$ cat config.mk
export PLATFORM = sky130hd
export DESIGN_NAME = uart_apb_top
export DESIGN_NICKNAME = d
export VERILOG_FILES = /design/src/logic/uart_pkg.sv /design/src/logic/uart_apb_top.sv /design/src/logic/uart_rx.sv /design/src/logic/uart_tx.sv /design/src/logic/uart_fifo.sv /design/src/logic/uart_baud_gen.sv
export VERILOG_INCLUDE_DIRS = /design/src /design/src/logic
export SDC_FILE = /design/constraint.sdc
export NUM_CORES = 1
export LEC_CHECK = 0
export ABC_AREA = 1
export BUFFER_PORTS_ARGS = -buffer_cell sky130_fd_sc_hd__buf_2
export CORE_AREA = 5 5 190 211
export CTS_CLUSTER_SIZE = 28
export DETAILED_ROUTE_END_ITERATION = 8
export DIE_AREA = 0 0 195 216
export PLACE_DENSITY = 0.73
export SLEW_MARGIN = 20
export SYNTH_ARGS = -nofsm -noshare
export SYNTH_HDL_FRONTEND = slang
export SYNTH_SLANG_ARGS = --single-unit
$ cat constraint.sdc
create_clock -name apb_pclk -period 2.1 [get_ports apb_pclk]
set_input_delay 0.105 -clock apb_pclk [delete_from_list [all_inputs] [get_ports apb_pclk]]
set_output_delay 0.105 -clock apb_pclk [all_outputs]
set_load 0.01 [all_outputs]
$ cat src/logic/uart_defs.svh
`ifndef UART_DEFS_SVH
`define UART_DEFS_SVH

// ==========================================================================
// UART peripheral constants
// ==========================================================================

// APB clock in Hz
`define UART_CLK_FREQ 50_000_000

// Clock cycles per 16x oversample tick, CLK / (16 * baud), rounded
`define UART_DIV_19200  163
`define UART_DIV_38400  81
`define UART_DIV_57600  54
`define UART_DIV_115200 27

// 16-entry FIFOs
`define UART_FIFO_AWIDTH 4

// Register offsets, low address byte
`define UART_ADDR_DATA 8'h00
`define UART_ADDR_CTRL 8'h04

`endif
$ cat src/logic/uart_pkg.sv
// ==========================================================================
// UART register types
// ==========================================================================

package uart_pkg;

	// Control register, write side of offset 0x04
	// Bit 2 parity enable, bits 1:0 baud select
	typedef struct packed
	{
		logic       parity_en;
		// 0 -> 19200, 1 -> 38400, 2 -> 57600, 3 -> 115200
		logic [1:0] baud_sel;
	} uart_ctrl_t;

	// Status register, read side of offset 0x04
	typedef struct packed
	{
		// Always zero
		logic [5:0] rsvd;
		// Transmit FIFO cannot take another byte
		logic       tx_full;
		// Nothing waiting in receive FIFO
		logic       rx_empty;
	} uart_status_t;

endpackage

$ cat src/logic/uart_apb_top.sv
`timescale 1ns/100ps
`include "uart_defs.svh"

module uart_apb_top (
	input  logic        apb_pclk,
	input  logic        apb_prstn,
	input  logic        apb_psel,
	input  logic [31:0] apb_paddr,
	input  logic        apb_pwrite,
	input  logic        apb_penable,
	input  logic [31:0] apb_pwdata,
	output logic [31:0] apb_prdata,
	input  logic        rs_rx,
	output logic        rs_tx,
	output logic        uart_irq
);
	import uart_pkg::*;

	// ==========================================================================
	// APB side, decoded one cycle late
	// ==========================================================================
	logic       last_psel;
	logic       last_penable;
	logic       last_pwrite;
	logic [7:0] last_paddr;

	// Register strobes
	logic data_wr;
	logic data_rd;
	logic ctrl_wr;

	uart_ctrl_t   ctrl;
	uart_status_t status;

	// Block interconnect
	logic       tick;
	logic       tx_load;
	logic [7:0] tx_head;
	logic       tx_empty;
	logic       tx_full;
	logic       rx_done;
	logic [7:0] rx_dout;
	logic [7:0] rx_head;
	logic       rx_empty;

	always_ff @(posedge apb_pclk or negedge apb_prstn)
	begin
		if (!apb_prstn)
		begin
			last_psel    <= 1'b0;
			last_penable <= 1'b0;
			last_pwrite  <= 1'b0;
			last_paddr   <= 8'h00;
		end
		else
		begin
			last_psel    <= apb_psel;
			last_penable <= apb_penable;
			last_pwrite  <= apb_pwrite;
			last_paddr   <= apb_paddr[7:0];
		end
	end

	// One-cycle strobes after the access phase
	assign data_wr = last_psel && last_penable && last_pwrite &&
		(last_paddr == `UART_ADDR_DATA);
	assign ctrl_wr = last_psel && last_penable && last_pwrite &&
		(last_paddr == `UART_ADDR_CTRL);
	assign data_rd = last_psel && last_penable && !last_pwrite &&
		(last_paddr == `UART_ADDR_DATA);

	// Control register, baud and parity
	always_ff @(posedge apb_pclk or negedge apb_prstn)
	begin
		if (!apb_prstn)
			ctrl <= '0;
		else if (ctrl_wr)
			ctrl <= uart_ctrl_t'(apb_pwdata[2:0]);
	end

	assign status = '{rsvd: 6'd0, tx_full: tx_full, rx_empty: rx_empty};

	// Read mux, setup cycle already carried the address
	always_comb
	begin
		case (last_paddr)
			`UART_ADDR_DATA: apb_prdata = {24'h0, rx_head};
			`UART_ADDR_CTRL: apb_prdata = {24'h0, status};
			default: apb_prdata = 32'h0;
		endcase
	end

	// Interrupt while receive data waits
	assign uart_irq = !rx_empty;

	// ==========================================================================
	// Serial blocks
	// ==========================================================================
	uart_baud_gen u_baud (
		.apb_pclk (apb_pclk),
		.apb_prstn(apb_prstn),
		.ctrl     (ctrl),
		.tick     (tick)
	);

	// Only the low byte of a data write is sent
	uart_fifo u_tx_fifo (
		.apb_pclk (apb_pclk),
		.apb_prstn(apb_prstn),
		.push     (data_wr),
		.pop      (tx_load),
		.wdata    (apb_pwdata[7:0]),
		.rdata    (tx_head),
		.empty    (tx_empty),
		.full     (tx_full)
	);

	uart_fifo u_rx_fifo (
		.apb_pclk (apb_pclk),
		.apb_prstn(apb_prstn),
		.push     (rx_done),
		.pop      (data_rd),
		.wdata    (rx_dout),
		.rdata    (rx_head),
		.empty    (rx_empty),
		.full     ()
	);

	uart_tx u_tx (
		.apb_pclk (apb_pclk),
		.apb_prstn(apb_prstn),
		.tick     (tick),
		.ctrl     (ctrl),
		.empty    (tx_empty),
		.data     (tx_head),
		.load     (tx_load),
		.tx       (rs_tx)
	);

	uart_rx u_rx (
		.apb_pclk (apb_pclk),
		.apb_prstn(apb_prstn),
		.tick     (tick),
		.ctrl     (ctrl),
		.rx       (rs_rx),
		.done     (rx_done),
		.dout     (rx_dout)
	);

endmodule

$ cat src/logic/uart_rx.sv
`timescale 1ns/100ps

module uart_rx (
	input  logic                 apb_pclk,
	input  logic                 apb_prstn,
	input  logic                 tick,
	input  uart_pkg::uart_ctrl_t ctrl,
	input  logic                 rx,
	output logic                 done,
	output logic [7:0]           dout
);
	typedef enum logic [2:0] {S_IDLE, S_START, S_DATA, S_PARITY, S_STOP} state_t;

	// ==========================================================================
	// Input synchronizer
	// ==========================================================================
	logic rx_meta;
	logic rx_s;

	always_ff @(posedge apb_pclk or negedge apb_prstn)
	begin
		if (!apb_prstn)
		begin
			rx_meta <= 1'b1;
			rx_s    <= 1'b1;
		end
		else
		begin
			rx_meta <= rx;
			rx_s    <= rx_meta;
		end
	end

	// ==========================================================================
	// Frame FSM
	// ==========================================================================
	state_t     state;
	logic [3:0] tick_cnt;
	logic [2:0] bit_cnt;
	logic [7:0] shift;
	// Parity result, held until stop
	logic       par_ok;
	// Mid-point of start bit
	logic       mid_start;
	// Mid-point of any later bit
	logic       mid_bit;

	assign mid_start = tick && (tick_cnt == 4'd7);
	assign mid_bit   = tick && (tick_cnt == 4'd15);
	assign dout      = shift;

	// Data bits arrive LSB first
	always_ff @(posedge apb_pclk)
	begin
		if (state == S_DATA && mid_bit)
			shift <= {rx_s, shift[7:1]};
	end

	always_ff @(posedge apb_pclk or negedge apb_prstn)
	begin
		if (!apb_prstn)
		begin
			state    <= S_IDLE;
			tick_cnt <= 4'd0;
			bit_cnt  <= 3'd0;
			par_ok   <= 1'b1;
			done     <= 1'b0;
		end
		else
		begin
			done <= 1'b0;
			if (tick)
				tick_cnt <= tick_cnt + 4'd1;
			case (state)
				S_IDLE:
				begin
					// Falling edge starts a frame
					tick_cnt <= 4'd0;
					if (!rx_s)
						state <= S_START;
				end
				S_START:
				begin
					// Glitch check at half a bit, then align to mid-bit
					if (mid_start)
					begin
						tick_cnt <= 4'd0;
						bit_cnt  <= 3'd0;
						par_ok   <= 1'b1;
						state    <= rx_s ? S_IDLE : S_DATA;
					end
				end
				S_DATA:
				begin
					if (mid_bit)
					begin
						bit_cnt <= bit_cnt + 3'd1;
						if (bit_cnt == 3'd7)
							state <= ctrl.parity_en ? S_PARITY : S_STOP;
					end
				end
				S_PARITY:
				begin
					// Even parity, bit equals XOR of data
					if (mid_bit)
					begin
						par_ok <= (rx_s == ^shift);
						state  <= S_STOP;
					end
				end
				default:
				begin
					// Keep only frames with good stop and parity
					if (mid_bit)
					begin
						done  <= rx_s && par_ok;
						state <= S_IDLE;
					end
				end
			endcase
		end
	end

endmodule

$ cat src/logic/uart_tx.sv
`timescale 1ns/100ps

module uart_tx (
	input  logic                 apb_pclk,
	input  logic                 apb_prstn,
	input  logic                 tick,
	input  uart_pkg::uart_ctrl_t ctrl,
	input  logic                 empty,
	input  logic [7:0]           data,
	output logic                 load,
	output logic                 tx
);
	typedef enum logic [2:0] {S_IDLE, S_START, S_DATA, S_PARITY, S_STOP} state_t;

	state_t     state;
	// Ticks within current bit
	logic [3:0] tick_cnt;
	// Data bit index
	logic [2:0] bit_cnt;
	logic [7:0] shift;
	// Even parity of captured byte
	logic       parity;
	// Last tick of a bit period
	logic       bit_end;
	logic       shift_en;

	// Idle with data waiting, grab head and pop
	assign load     = (state == S_IDLE) && !empty;
	assign bit_end  = tick && (tick_cnt == 4'd15);
	assign shift_en = bit_end && ((state == S_START) ||
		((state == S_DATA) && (bit_cnt != 3'd7)));

	// Payload, LSB goes out first
	always_ff @(posedge apb_pclk)
	begin
		if (load)
		begin
			shift  <= data;
			parity <= ^data;
		end
		else if (shift_en)
			shift <= shift >> 1;
	end

	always_ff @(posedge apb_pclk or negedge apb_prstn)
	begin
		if (!apb_prstn)
		begin
			state    <= S_IDLE;
			tick_cnt <= 4'd0;
			bit_cnt  <= 3'd0;
			tx       <= 1'b1;
		end
		else
		begin
			if (tick)
				tick_cnt <= tick_cnt + 4'd1;
			case (state)
				S_IDLE:
				begin
					// Start bit driven right away
					tick_cnt <= 4'd0;
					if (load)
					begin
						state <= S_START;
						tx    <= 1'b0;
					end
				end
				S_START:
				begin
					if (bit_end)
					begin
						state   <= S_DATA;
						bit_cnt <= 3'd0;
						tx      <= shift[0];
					end
				end
				S_DATA:
				begin
					if (bit_end && bit_cnt == 3'd7)
					begin
						// Optional parity slot before stop
						state <= ctrl.parity_en ? S_PARITY : S_STOP;
						tx    <= ctrl.parity_en ? parity : 1'b1;
					end
					else if (bit_end)
					begin
						bit_cnt <= bit_cnt + 3'd1;
						tx      <= shift[0];
					end
				end
				S_PARITY:
				begin
					if (bit_end)
					begin
						state <= S_STOP;
						tx    <= 1'b1;
					end
				end
				default:
				begin
					// Stop bit, then back to idle
					if (bit_end)
						state <= S_IDLE;
				end
			endcase
		end
	end

endmodule

$ cat src/logic/uart_fifo.sv
`timescale 1ns/100ps
`include "uart_defs.svh"

module uart_fifo (
	input  logic       apb_pclk,
	input  logic       apb_prstn,
	input  logic       push,
	input  logic       pop,
	input  logic [7:0] wdata,
	output logic [7:0] rdata,
	output logic       empty,
	output logic       full
);
	localparam int AW    = `UART_FIFO_AWIDTH;
	localparam int DEPTH = 1 << AW;

	// Storage array
	logic [7:0] mem [DEPTH];

	// Pointers carry one extra wrap bit
	logic [AW:0] wptr;
	logic [AW:0] rptr;

	// Guarded strobes
	logic do_push;
	logic do_pop;

	assign do_push = push && !full;
	assign do_pop  = pop && !empty;

	// Wrap bits tell full from empty at equal index
	assign empty = (wptr == rptr);
	assign full  = (wptr[AW] != rptr[AW]) && (wptr[AW-1:0] == rptr[AW-1:0]);

	// Head always visible on rdata
	assign rdata = mem[rptr[AW-1:0]];

	// Reset clears the array so early reads give zero
	always_ff @(posedge apb_pclk or negedge apb_prstn)
	begin
		if (!apb_prstn)
		begin
			for (int i = 0; i < DEPTH; i++)
				mem[i] <= 8'h00;
		end
		else if (do_push)
		begin
			mem[wptr[AW-1:0]] <= wdata;
		end
	end

	always_ff @(posedge apb_pclk or negedge apb_prstn)
	begin
		if (!apb_prstn)
		begin
			wptr <= '0;
			rptr <= '0;
		end
		else
		begin
			// Push and pop may both land in one cycle
			if (do_push)
				wptr <= wptr + 1'b1;
			if (do_pop)
				rptr <= rptr + 1'b1;
		end
	end

endmodule

$ cat src/logic/uart_baud_gen.sv
`timescale 1ns/100ps
`include "uart_defs.svh"

module uart_baud_gen (
	input  logic                 apb_pclk,
	input  logic                 apb_prstn,
	input  uart_pkg::uart_ctrl_t ctrl,
	output logic                 tick
);
	// Divisor picked by baud select
	logic [7:0] div;
	// Free-running oversample counter
	logic [7:0] cnt;
	// Previous baud select, for restart on change
	logic [1:0] sel_q;

	always_comb
	begin
		case (ctrl.baud_sel)
			2'd0: div = 8'(`UART_DIV_19200);
			2'd1: div = 8'(`UART_DIV_38400);
			2'd2: div = 8'(`UART_DIV_57600);
			default: div = 8'(`UART_DIV_115200);
		endcase
	end

	always_ff @(posedge apb_pclk or negedge apb_prstn)
	begin
		if (!apb_prstn)
		begin
			cnt   <= 8'd0;
			sel_q <= 2'd0;
			tick  <= 1'b0;
		end
		else
		begin
			sel_q <= ctrl.baud_sel;
			// New rate, start counting from scratch
			if (sel_q != ctrl.baud_sel)
			begin
				cnt  <= 8'd0;
				tick <= 1'b0;
			end
			else if (cnt == div - 8'd1)
			begin
				cnt  <= 8'd0;
				tick <= 1'b1;
			end
			else
			begin
				cnt  <= cnt + 8'd1;
				tick <= 1'b0;
			end
		end
	end

endmodule

==> impl_results.rst, run 1 <==
.. list-table::
   :header-rows: 1

   * - Metric
     - Value
   * - Pwr/cell area
     - 852 nW/um2
   * - Grt met3 use
     - 3.57%
   * - Die ar.
     - 42100 um2
   * - Count of placed standard cells including taps
     - 2456
   * - Cell Area, Synth
     - 16800 um2
   * - Met1 Track Usage GR
     - 25.2%
   * - Failing checks
     - negative setup slack
   * - Most common library cell in the layout ignoring fill and taps
     - sky130_fd_sc_hd__nand2_1
   * - Post-Route WL
     - 47.6 mm
   * - Largest net degree at the start of global routing
     - 74
   * - Leading cell types in the layout, fill and taps excluded
     - sky130_fd_sc_hd__nand2_1 (500), sky130_fd_sc_hd__dfrtp_1 (317), sky130_fd_sc_hd__o21ai_0 (204)
   * - Unrepaired setup endpoints after global routing
     - true
   * - Category of the worst setup path launch point
     - flop
   * - Worst min-delay path class
     - input pin to flop
   * - Clk_skew
     - 0.0218 ns
   * - Starting density of the core
     - 44.4%
   * - Number of routed nets with antenna violations
     - 0
   * - Per-cell via count in the routed design
     - 5.54
   * - Number of max-capacitance violations reported
     - 0
   * - Area growth syn-to-layout
     - 23.2%
   * - Buffer depth of the longest clock path
     - 3
   * - Final Wtd Congestion
     - 0.842
   * - Result of the run
     - finished, violations left
   * - Later-pin clock latency in the skew report
     - 0.55 ns
   * - Max-slew violation total from the final report
     - 0
   * - Aggregate global routing overflow
     - 0
   * - Routed WL per cell
     - 18.3 um
   * - Synth warnings
     - 0
   * - Netlist cell types
     - 51
   * - Number of detailed-route iterations in the first pass
     - 6
   * - Cts bufs inserted
     - 38
   * - Flop2flop setup slack
     - -0.09 ns
   * - TritonCTS clock tree
     - done
   * - Post-layout nets
     - 2173
   * - Crit Path Max Fanout
     - 8
   * - Max Fclk
     - 0.424 GHz
   * - Worst vdd rail ir drop
     - 0.729 mV
   * - Count of routing violations after the opening detailed-route iteration
     - 1628
   * - Deepest level of the CTS H-tree
     - 2
   * - Total of endpoints with negative setup slack in the final report
     - 56
   * - Final worst path period share
     - 112%
   * - Reg clk slew, reported paths
     - 0.06 ns
   * - Number of rows created at floorplan
     - 75
   * - Setup crit end kind
     - output pin
   * - Category of the most critical setup path
     - flop to output pin
   * - Pre-CTS WS
     - -0.0158 ns
   * - TNS Setup
     - -3.13 ns
   * - Max-slew headroom
     - 46.4%
   * - Post-Synthesis Mean Instance Area
     - 8.53 um2
   * - Xor/xnor cell area share of the yosys netlist
     - 2.40%
   * - Filler-free cell count of the finished design
     - 2605
   * - Remaining routing DRC violations
     - 0
   * - Busiest grt layer
     - met2
   * - Global-route wire length before repair
     - 69.0 mm
   * - Least-Margin Pin Slew
     - 0.804 ns
   * - Total power
     - 17600 uW
   * - CP Data Required Time
     - 2.00 ns
   * - Post-synthesis sequential area ratio
     - 51.8%
   * - Simple logic cell fraction of the synthesized area
     - 22.0%
   * - Gate count after technology mapping
     - 1964
   * - Detailed placer's ending HPWL
     - 26.2 mm
   * - Total global-route track usage
     - 19.9%
   * - Fill cell total of the finished layout
     - 3166
   * - Reported leakage power
     - 0.0102 uW
   * - Data arrival time of the critical path
     - 2.26 ns
   * - Via total after detailed routing
     - 14429
   * - Met2 capacity usage during global routing
     - 33.6%
   * - Placeable core area
     - 37700 um2
   * - Via count of the first global-routing pass
     - 13230
   * - Fraction of final layout cells with drive strength greater than 1
     - 19.1%
   * - Count of inserted antenna diode cells
     - 0
   * - Compound-Gate Fraction of Synth Area
     - 14.1%
   * - Number of clock sinks
     - 343
   * - Worst-case hold slack
     - 0.140 ns
   * - Die boundary width
     - 195 um
   * - Fraction of synthesized area in multiplexers
     - 0%
   * - Fin. Hold Viols
     - 0
   * - Total of buffers placed on input and output ports
     - 31
   * - Boundary Pins
     - 104
   * - Main combinational cell family by area after synthesis
     - simple AND/OR/NAND/NOR gates
   * - Antenna violations before repair
     - 0
   * - Final critical-path required period
     - 2.36 ns
   * - Worst path setup slack after routing
     - -0.261 ns
   * - Die Ht
     - 216 um
   * - Clock root buffer master
     - sky130_fd_sc_hd__clkbuf_16
   * - Share of synthesized cell area in full adder, half adder and majority cells
     - 1.79%
   * - Number of storage elements in the synthesis netlist
     - 343
[worst max-delay path, cell delays in order (launching register included)]
cell and delay (ns):
sky130_fd_sc_hd__dfrtp_2 0.42, sky130_fd_sc_hd__buf_12 0.14, sky130_fd_sc_hd__buf_12 0.14, sky130_fd_sc_hd__o21ai_1 0.13
sky130_fd_sc_hd__o221ai_2 0.27, sky130_fd_sc_hd__nand3_2 0.14, sky130_fd_sc_hd__nand3_2 0.09, sky130_fd_sc_hd__nand2_1 0.08
sky130_fd_sc_hd__o21ai_2 0.11, sky130_fd_sc_hd__buf_2 0.17
[cells by family after synthesis]
group                      after synthesis
DFF                                    343
buffers and inverters                  287
and+or+nand+nor                        829
adders and majority gates               24
xor gates and xnor gates                46
other                                    1
AOI/OAI and AO/OA                      434
[cell type report]
| type | count | area [um2] | area share (%) |
|---|---|---|---|
| sequential | 343 | 8680 | 42.1 |
| clock buffer | 48 | 1060 | 5.13 |
| inverter | 161 | 659 | 3.19 |
| multi-input combinational | 1375 | 7610 | 36.9 |
| clock inverter | 18 | 228 | 1.10 |
| tap | 500 | 626 | 3.03 |
| timing repair buffer | 160 | 1780 | 8.63 |
[synth_stat cells (all sizes together)]
master / n / area [um2]
or2: 3 / 18.8
dfrtp: 322 / 8060
o31ai: 1 / 7.51
a2bb2oi: 1 / 8.76
nand3b: 3 / 22.5
a31oi: 8 / 50.1
o21ai: 371 / 1930
clkinv: 1 / 3.75
nand4: 26 / 364
ha: 24 / 300
o22ai: 20 / 125
nand2: 535 / 2040
xnor2: 16 / 140
nand3: 85 / 503
clkbuf: 56 / 210
nor4: 1 / 6.26
inv: 160 / 616
dfstp: 4 / 105
o2111ai: 1 / 8.76
xor2: 30 / 263
and2: 1 / 8.76
nor3b: 4 / 30.0
a21oi: 10 / 50.1
o211ai: 6 / 45.0
nor2: 166 / 651
a22o: 2 / 17.5
and3: 1 / 6.26
edfxtp: 17 / 510
conb: 1 / 3.75
buf: 70 / 495
o221ai: 14 / 123
nor3: 4 / 25.0
[registers in the layout (all words and copies together), names as in the netlist, 2 cells and up]
signal and flops:
u_rx_fifo.wptr 5, u_tx.state 3, u_baud.sel_q 2, u_baud.cnt 8
u_rx.bit_cnt 3, u_tx.shift 8, u_rx.dout 8, u_tx_fifo.mem 128
u_rx_fifo.rptr 5, u_rx.tick_cnt 4, last_paddr 8, u_tx.bit_cnt 3
u_rx_fifo.mem 128, u_tx_fifo.wptr 5, u_tx_fifo.rptr 5, ctrl 3
u_tx.tick_cnt 4, u_rx.state 3
[stage by stage]
stage	utilization (%)	cell area [um2]
global placement	46.6	17600
floorplan	-	16800
CTS	51.8	19500
finish	54.7	20600
global route	54.7	20600
detailed placement	46.6	17600
[metal layers]
| metal | share of wire [%] | vias to the layer above | wire [um] |
|---|---|---|---|
| li1 | - | 6650 | - |
| met1 | 38 | 6942 | 18100 |
| met2 | 50 | 675 | 23700 |
| met3 | 7.6 | 162 | 3640 |
| met4 | 4.3 | 0 | 2060 |
| met5 | 0 | - | 0 |
[power by group]
group	internal, uW	leakage [uW]	switching [uW]	total [uW]
Sequential	6890	0.00394	212	7100
Combinational	1270	0.00561	2260	3530
Clock	4190	0.000636	2770	6960
Total	12400	0.0102	5240	17600
[path summary, 6_finish.rpt]
path / start / endpoint / cells past startpoint
hold reg to reg: u_rx.rx_meta$_DFF_PN1_ / u_rx.rx_s$_DFF_PN1_ / 0
setup reg to reg: u_rx_fifo.rptr[1]$_DFFE_PN0P_ / u_rx_fifo.mem[88]$_DFFE_PN0P_ / 13
hold / removal: apb_pwdata[4] / u_tx_fifo.mem[36]$_DFFE_PN0P_ / 3
setup / recovery: u_rx_fifo.rptr[1]$_DFFE_PN0P_ / apb_prdata[0] / 9
min in group asynchronous: apb_prstn / u_rx_fifo.mem[41]$_DFFE_PN0P_ / 2
max in group asynchronous: apb_prstn / u_tx.tx$_DFFE_PN1P_ / 3
[what timing repair did]
action,in CTS,in global routing
setup buffers,15,27
resized for setup,74,210
endpoints found under the setup margin,18,167
pin swaps,29,47
hold endpoints to repair,137,0
hold buffers,13,0
gates cloned,5,27
Note: power is estimated with default switching activity, not from simulation.
==> inputs of run 2 (changes only) <==
Settings changed: CORE_AREA 5 5 190 211 to 5 5 199 220, DIE_AREA 0 0 195 216 to 0 0 204 225, RECOVER_POWER from default to 50, SYNTH_HIERARCHICAL from default to 1.
==> run 2 against run 1 <==
Net effect: the run still ends with negative setup slack left; via count up 17%; sequential cell count unchanged; maximum frequency down 0.78%; area after synthesis up 9.3%; non-clock buffer count up 55; core utilization down 1.1 points; sequential share of layout area down 2.7 points; setup slack worse by 0.018 ns; global-route usage up 1.4 points; power down 14%; sequential power down 2%; die area up 9.0%; largest cell class is now multi-input gates.
==> impl_results.rst, run 2 <==
.. list-table::
   :header-rows: 1

   * - Metric
     - Value
   * - Result of the run
     - finished, violations left
   * - Failing checks
     - negative setup slack
   * - Fin. Hold Viols
     - 0 (unchanged)
   * - Later-pin clock latency in the skew report
     - 0.56 ns (about the same)
   * - Total power
     - 15100 uW (-14%)
   * - Portion of total power attributed to the clock network
     - 45.7% (+6.2 points)
   * - Logic pwr share
     - 8.1% (-12 points)
   * - Starting density of the core
     - 44.6% (+0.17 points)
   * - Antenna violations before repair
     - 0 (unchanged)
   * - Number of max-capacitance violations reported
     - 0 (unchanged)
   * - Via count of the first global-routing pass
     - 15685 (+19%)
   * - Buffer and inverter count on the worst path
     - 4 (+1)
   * - Clk_skew
     - 0.0302 ns (+0.00833 ns)
   * - Category of the worst setup path launch point
     - flop
   * - Final critical-path required period
     - 2.38 ns (+0.0185 ns)
   * - Crit Path Max Fanout
     - 16 (+8)
   * - Fraction of final layout cells with drive strength greater than 1
     - 18.9% (-0.24 points)
   * - Total global-route track usage
     - 21.3% (+1.4 points)
   * - Max-slew headroom
     - 7.91% (-38 points)
   * - Via total after detailed routing
     - 16942 (+17%)
   * - Post-Route WL
     - 52.0 mm (+9.4%)
   * - Final worst path period share
     - 113% (+0.88 points)
   * - Worst-case hold slack
     - 0.0509 ns (-0.0890 ns)
   * - Final standard cell utilization of the core
     - 53.7% (-1.1 points)
   * - Post-Synthesis Mean Instance Area
     - 7.88 um2 (-7.7%)
   * - Least-Margin Pin Slew
     - 1.38 ns (+0.577 ns)
   * - Per-cell via count in the routed design
     - 5.60 (+1.1%)
   * - Final Wtd Congestion
     - 0.925 (+9.9%)
   * - CP Data Required Time
     - 2.00 ns (about the same)
   * - Maximum single-stage delay on the critical path
     - 0.41 ns (about the same)
   * - Pwr/cell area
     - 686 nW/um2 (-20%)
   * - Detailed placer's ending HPWL
     - 33.0 mm (+26%)
   * - Synth warnings
     - 6 (+6)
   * - Placeable core area
     - 41100 um2 (+8.9%)
   * - Net switching share of the total power
     - 25.1% (-4.7 points)
   * - Total of endpoints with negative setup slack in the final report
     - 69 (+23%)
   * - Number of detailed-route iterations in the first pass
     - 7 (+1)
   * - Setup crit end kind
     - output pin
   * - Gate count after technology mapping
     - 2326 (+18%)
   * - Count of inserted antenna diode cells
     - 0 (unchanged)
   * - Area growth syn-to-layout
     - 20.4%
   * - Cell Area, Synth
     - 18300 um2 (+9.3%)
   * - Internal power component
     - 11300 uW (-8.3%)
   * - Number of routed nets with antenna violations
     - 0 (unchanged)
   * - Cells along the critical path
     - buf_12 > buf_8 > nor2_1 > nor2_1 > o21ai_1 > o21ai_1 > nand2_1 > nand2_1 > inv_1 > nand2_1 > nor3b_2 > buf_2
   * - Die boundary width
     - 204 um (+4.6%)
   * - Most frequent CP cell
     - sky130_fd_sc_hd__nand2_1
   * - Deepest level of the CTS H-tree
     - 2 (unchanged)
   * - Number of clock sinks
     - 343 (unchanged)
   * - Number of rows created at floorplan
     - 78 (+4.0%)
   * - Clock root buffer master
     - sky130_fd_sc_hd__clkbuf_16
   * - Top flop regs
     - u_rx_fifo/mem x128, u_tx_fifo/mem x128
   * - Worst hold stages
     - 3 (unchanged)
   * - TritonCTS clock tree
     - done
   * - TNS Setup
     - -3.38 ns (-0.258 ns)
   * - Worst path setup slack after routing
     - -0.279 ns (-0.0185 ns)
   * - Sequential fraction of design power
     - 46.2% (+5.8 points)
   * - Die ar.
     - 45900 um2 (+9.0%)
   * - Max Fclk
     - 0.420 GHz (-0.78%)
   * - Aggregate global routing overflow
     - 0 (unchanged)
   * - Pre-CTS WS
     - -0.00808 ns (+0.00772 ns)
   * - Count of routing violations after the opening detailed-route iteration
     - 1598 (-1.8%)
   * - Post-layout nets
     - 2532 (+17%)
   * - Total of buffers placed on input and output ports
     - 31 (unchanged)
   * - Global-route wire length before repair
     - 80.8 mm (+17%)
   * - Remaining routing DRC violations
     - 0 (unchanged)
   * - Data arrival time of the critical path
     - 2.27 ns (about the same)
   * - Cts bufs inserted
     - 39 (+2.6%)
   * - Unrepaired setup endpoints after global routing
     - true
   * - Number of cells on the worst reg-to-reg path
     - 14 (+1)
   * - Cell count along the critical path
     - 12 (+3)
   * - Worst min-delay path class
     - input pin to flop
   * - Die Ht
     - 225 um (+4.2%)
   * - Reg clk slew, reported paths
     - 0.06 ns (about the same)
   * - Largest net degree at the start of global routing
     - 85 (+15%)
   * - Reported leakage power
     - 0.0104 uW (+2.5%)
   * - Boundary Pins
     - 104 (unchanged)
   * - Worst vdd rail ir drop
     - 0.683 mV (-6.3%)
   * - Routed WL per cell
     - 17.2 um (-5.8%)
   * - Buffer depth of the longest clock path
     - 3 (unchanged)
   * - Category of the most critical setup path
     - flop to output pin
   * - Reported net switching power
     - 3800 uW (-27%)
   * - Top Family by Delay on Critical Path
     - simple AND/OR/NAND/NOR gates
   * - Max-slew violation total from the final report
     - 0 (unchanged)
   * - Master of the slowest instance on the critical path
     - sky130_fd_sc_hd__dfrtp_2
   * - Leading cell types in the layout, fill and taps excluded
     - sky130_fd_sc_hd__nand2_1 (710), sky130_fd_sc_hd__dfrtp_1 (316), sky130_fd_sc_hd__nand4_1 (257)
   * - Most common library cell in the layout ignoring fill and taps
     - sky130_fd_sc_hd__nand2_1
==> run 2: final cells by class <==
cell class | instances | area, um2
Clock inverter | 18 | 203
Clock buffer | 50 | 1070
Fill cell | 3578 | 19000
Sequential cell | 343 | 8680
Timing Repair Buffer | 215 | 2100
Tap cell | 560 | 701
Inverter | 94 | 363
Multi-Input combinational cell | 1746 | 8930
==> run 2: worst paths after layout <==
path                                                    start  slack [ns]                       endpoint
worst max-delay path            u_rx_fifo/rptr[0]$_DFFE_PN0P_       -0.28                  apb_prdata[3]
worst min-delay path                            apb_pwdata[7]        0.05  u_tx_fifo/mem[47]$_DFFE_PN0P_
worst max register to register  u_rx_fifo/rptr[0]$_DFFE_PN0P_       -0.07  u_rx_fifo/mem[33]$_DFFE_PN0P_
min in group asynchronous                           apb_prstn        0.39  u_rx_fifo/mem[93]$_DFFE_PN0P_
worst min register to register         u_rx/rx_meta$_DFF_PN1_        0.38            u_rx/rx_s$_DFF_PN1_
max in group asynchronous                           apb_prstn        0.20  u_tx_fifo/rptr[2]$_DFFE_PN0P_
==> run 2: metal layers <==
layer	wire, um	up-vias	global-route usage, %
met5	0	-	0
met2	25600	714	35.8
li1	-	7940	-
met4	1720	0	7.39
met3	3710	138	3.86
met1	21000	8150	27.9
==> run 2: power by group through the flow <==
stage	sequential, uW	clock (uW)	combinational, uW
2_1_floorplan	7080	0	860
3_3_place_gp	7100	0	1160
3_5_place_dp	7110	0	1210
4_1_cts	6990	7040	1230
5_1_grt	7010	7310	1400
6_report	6990	6900	1230
==> run 2: timing repair <==
action / 4_1_cts / 5_1_grt
gates resized for setup: 38 / 149
buffers inserted: 6 / 25
cloned: 1 / 11
endpoints found under the setup margin: 10 / 148
hold buffers: 13 / 0
pin swaps: 5 / 28
hold endpoints to repair: 334 / 0
==> run 2: metrics by stage <==
| step | cells | area (um2) |
|---|---|---|
| after global placement | 2903 | 19600 |
| after floorplan | 2349 | 18400 |
| after global routing | 3026 | 22000 |
| after detailed placement | 2903 | 19600 |
| final | 3026 | 22000 |
| after CTS | 2991 | 21200 |
==> run 2: worst min-delay path, stage by stage <==
cell	delay, ns
sky130_fd_sc_hd__buf_2	0.26
sky130_fd_sc_hd__nand4_1	0.16
sky130_fd_sc_hd__nand2_1	0.05
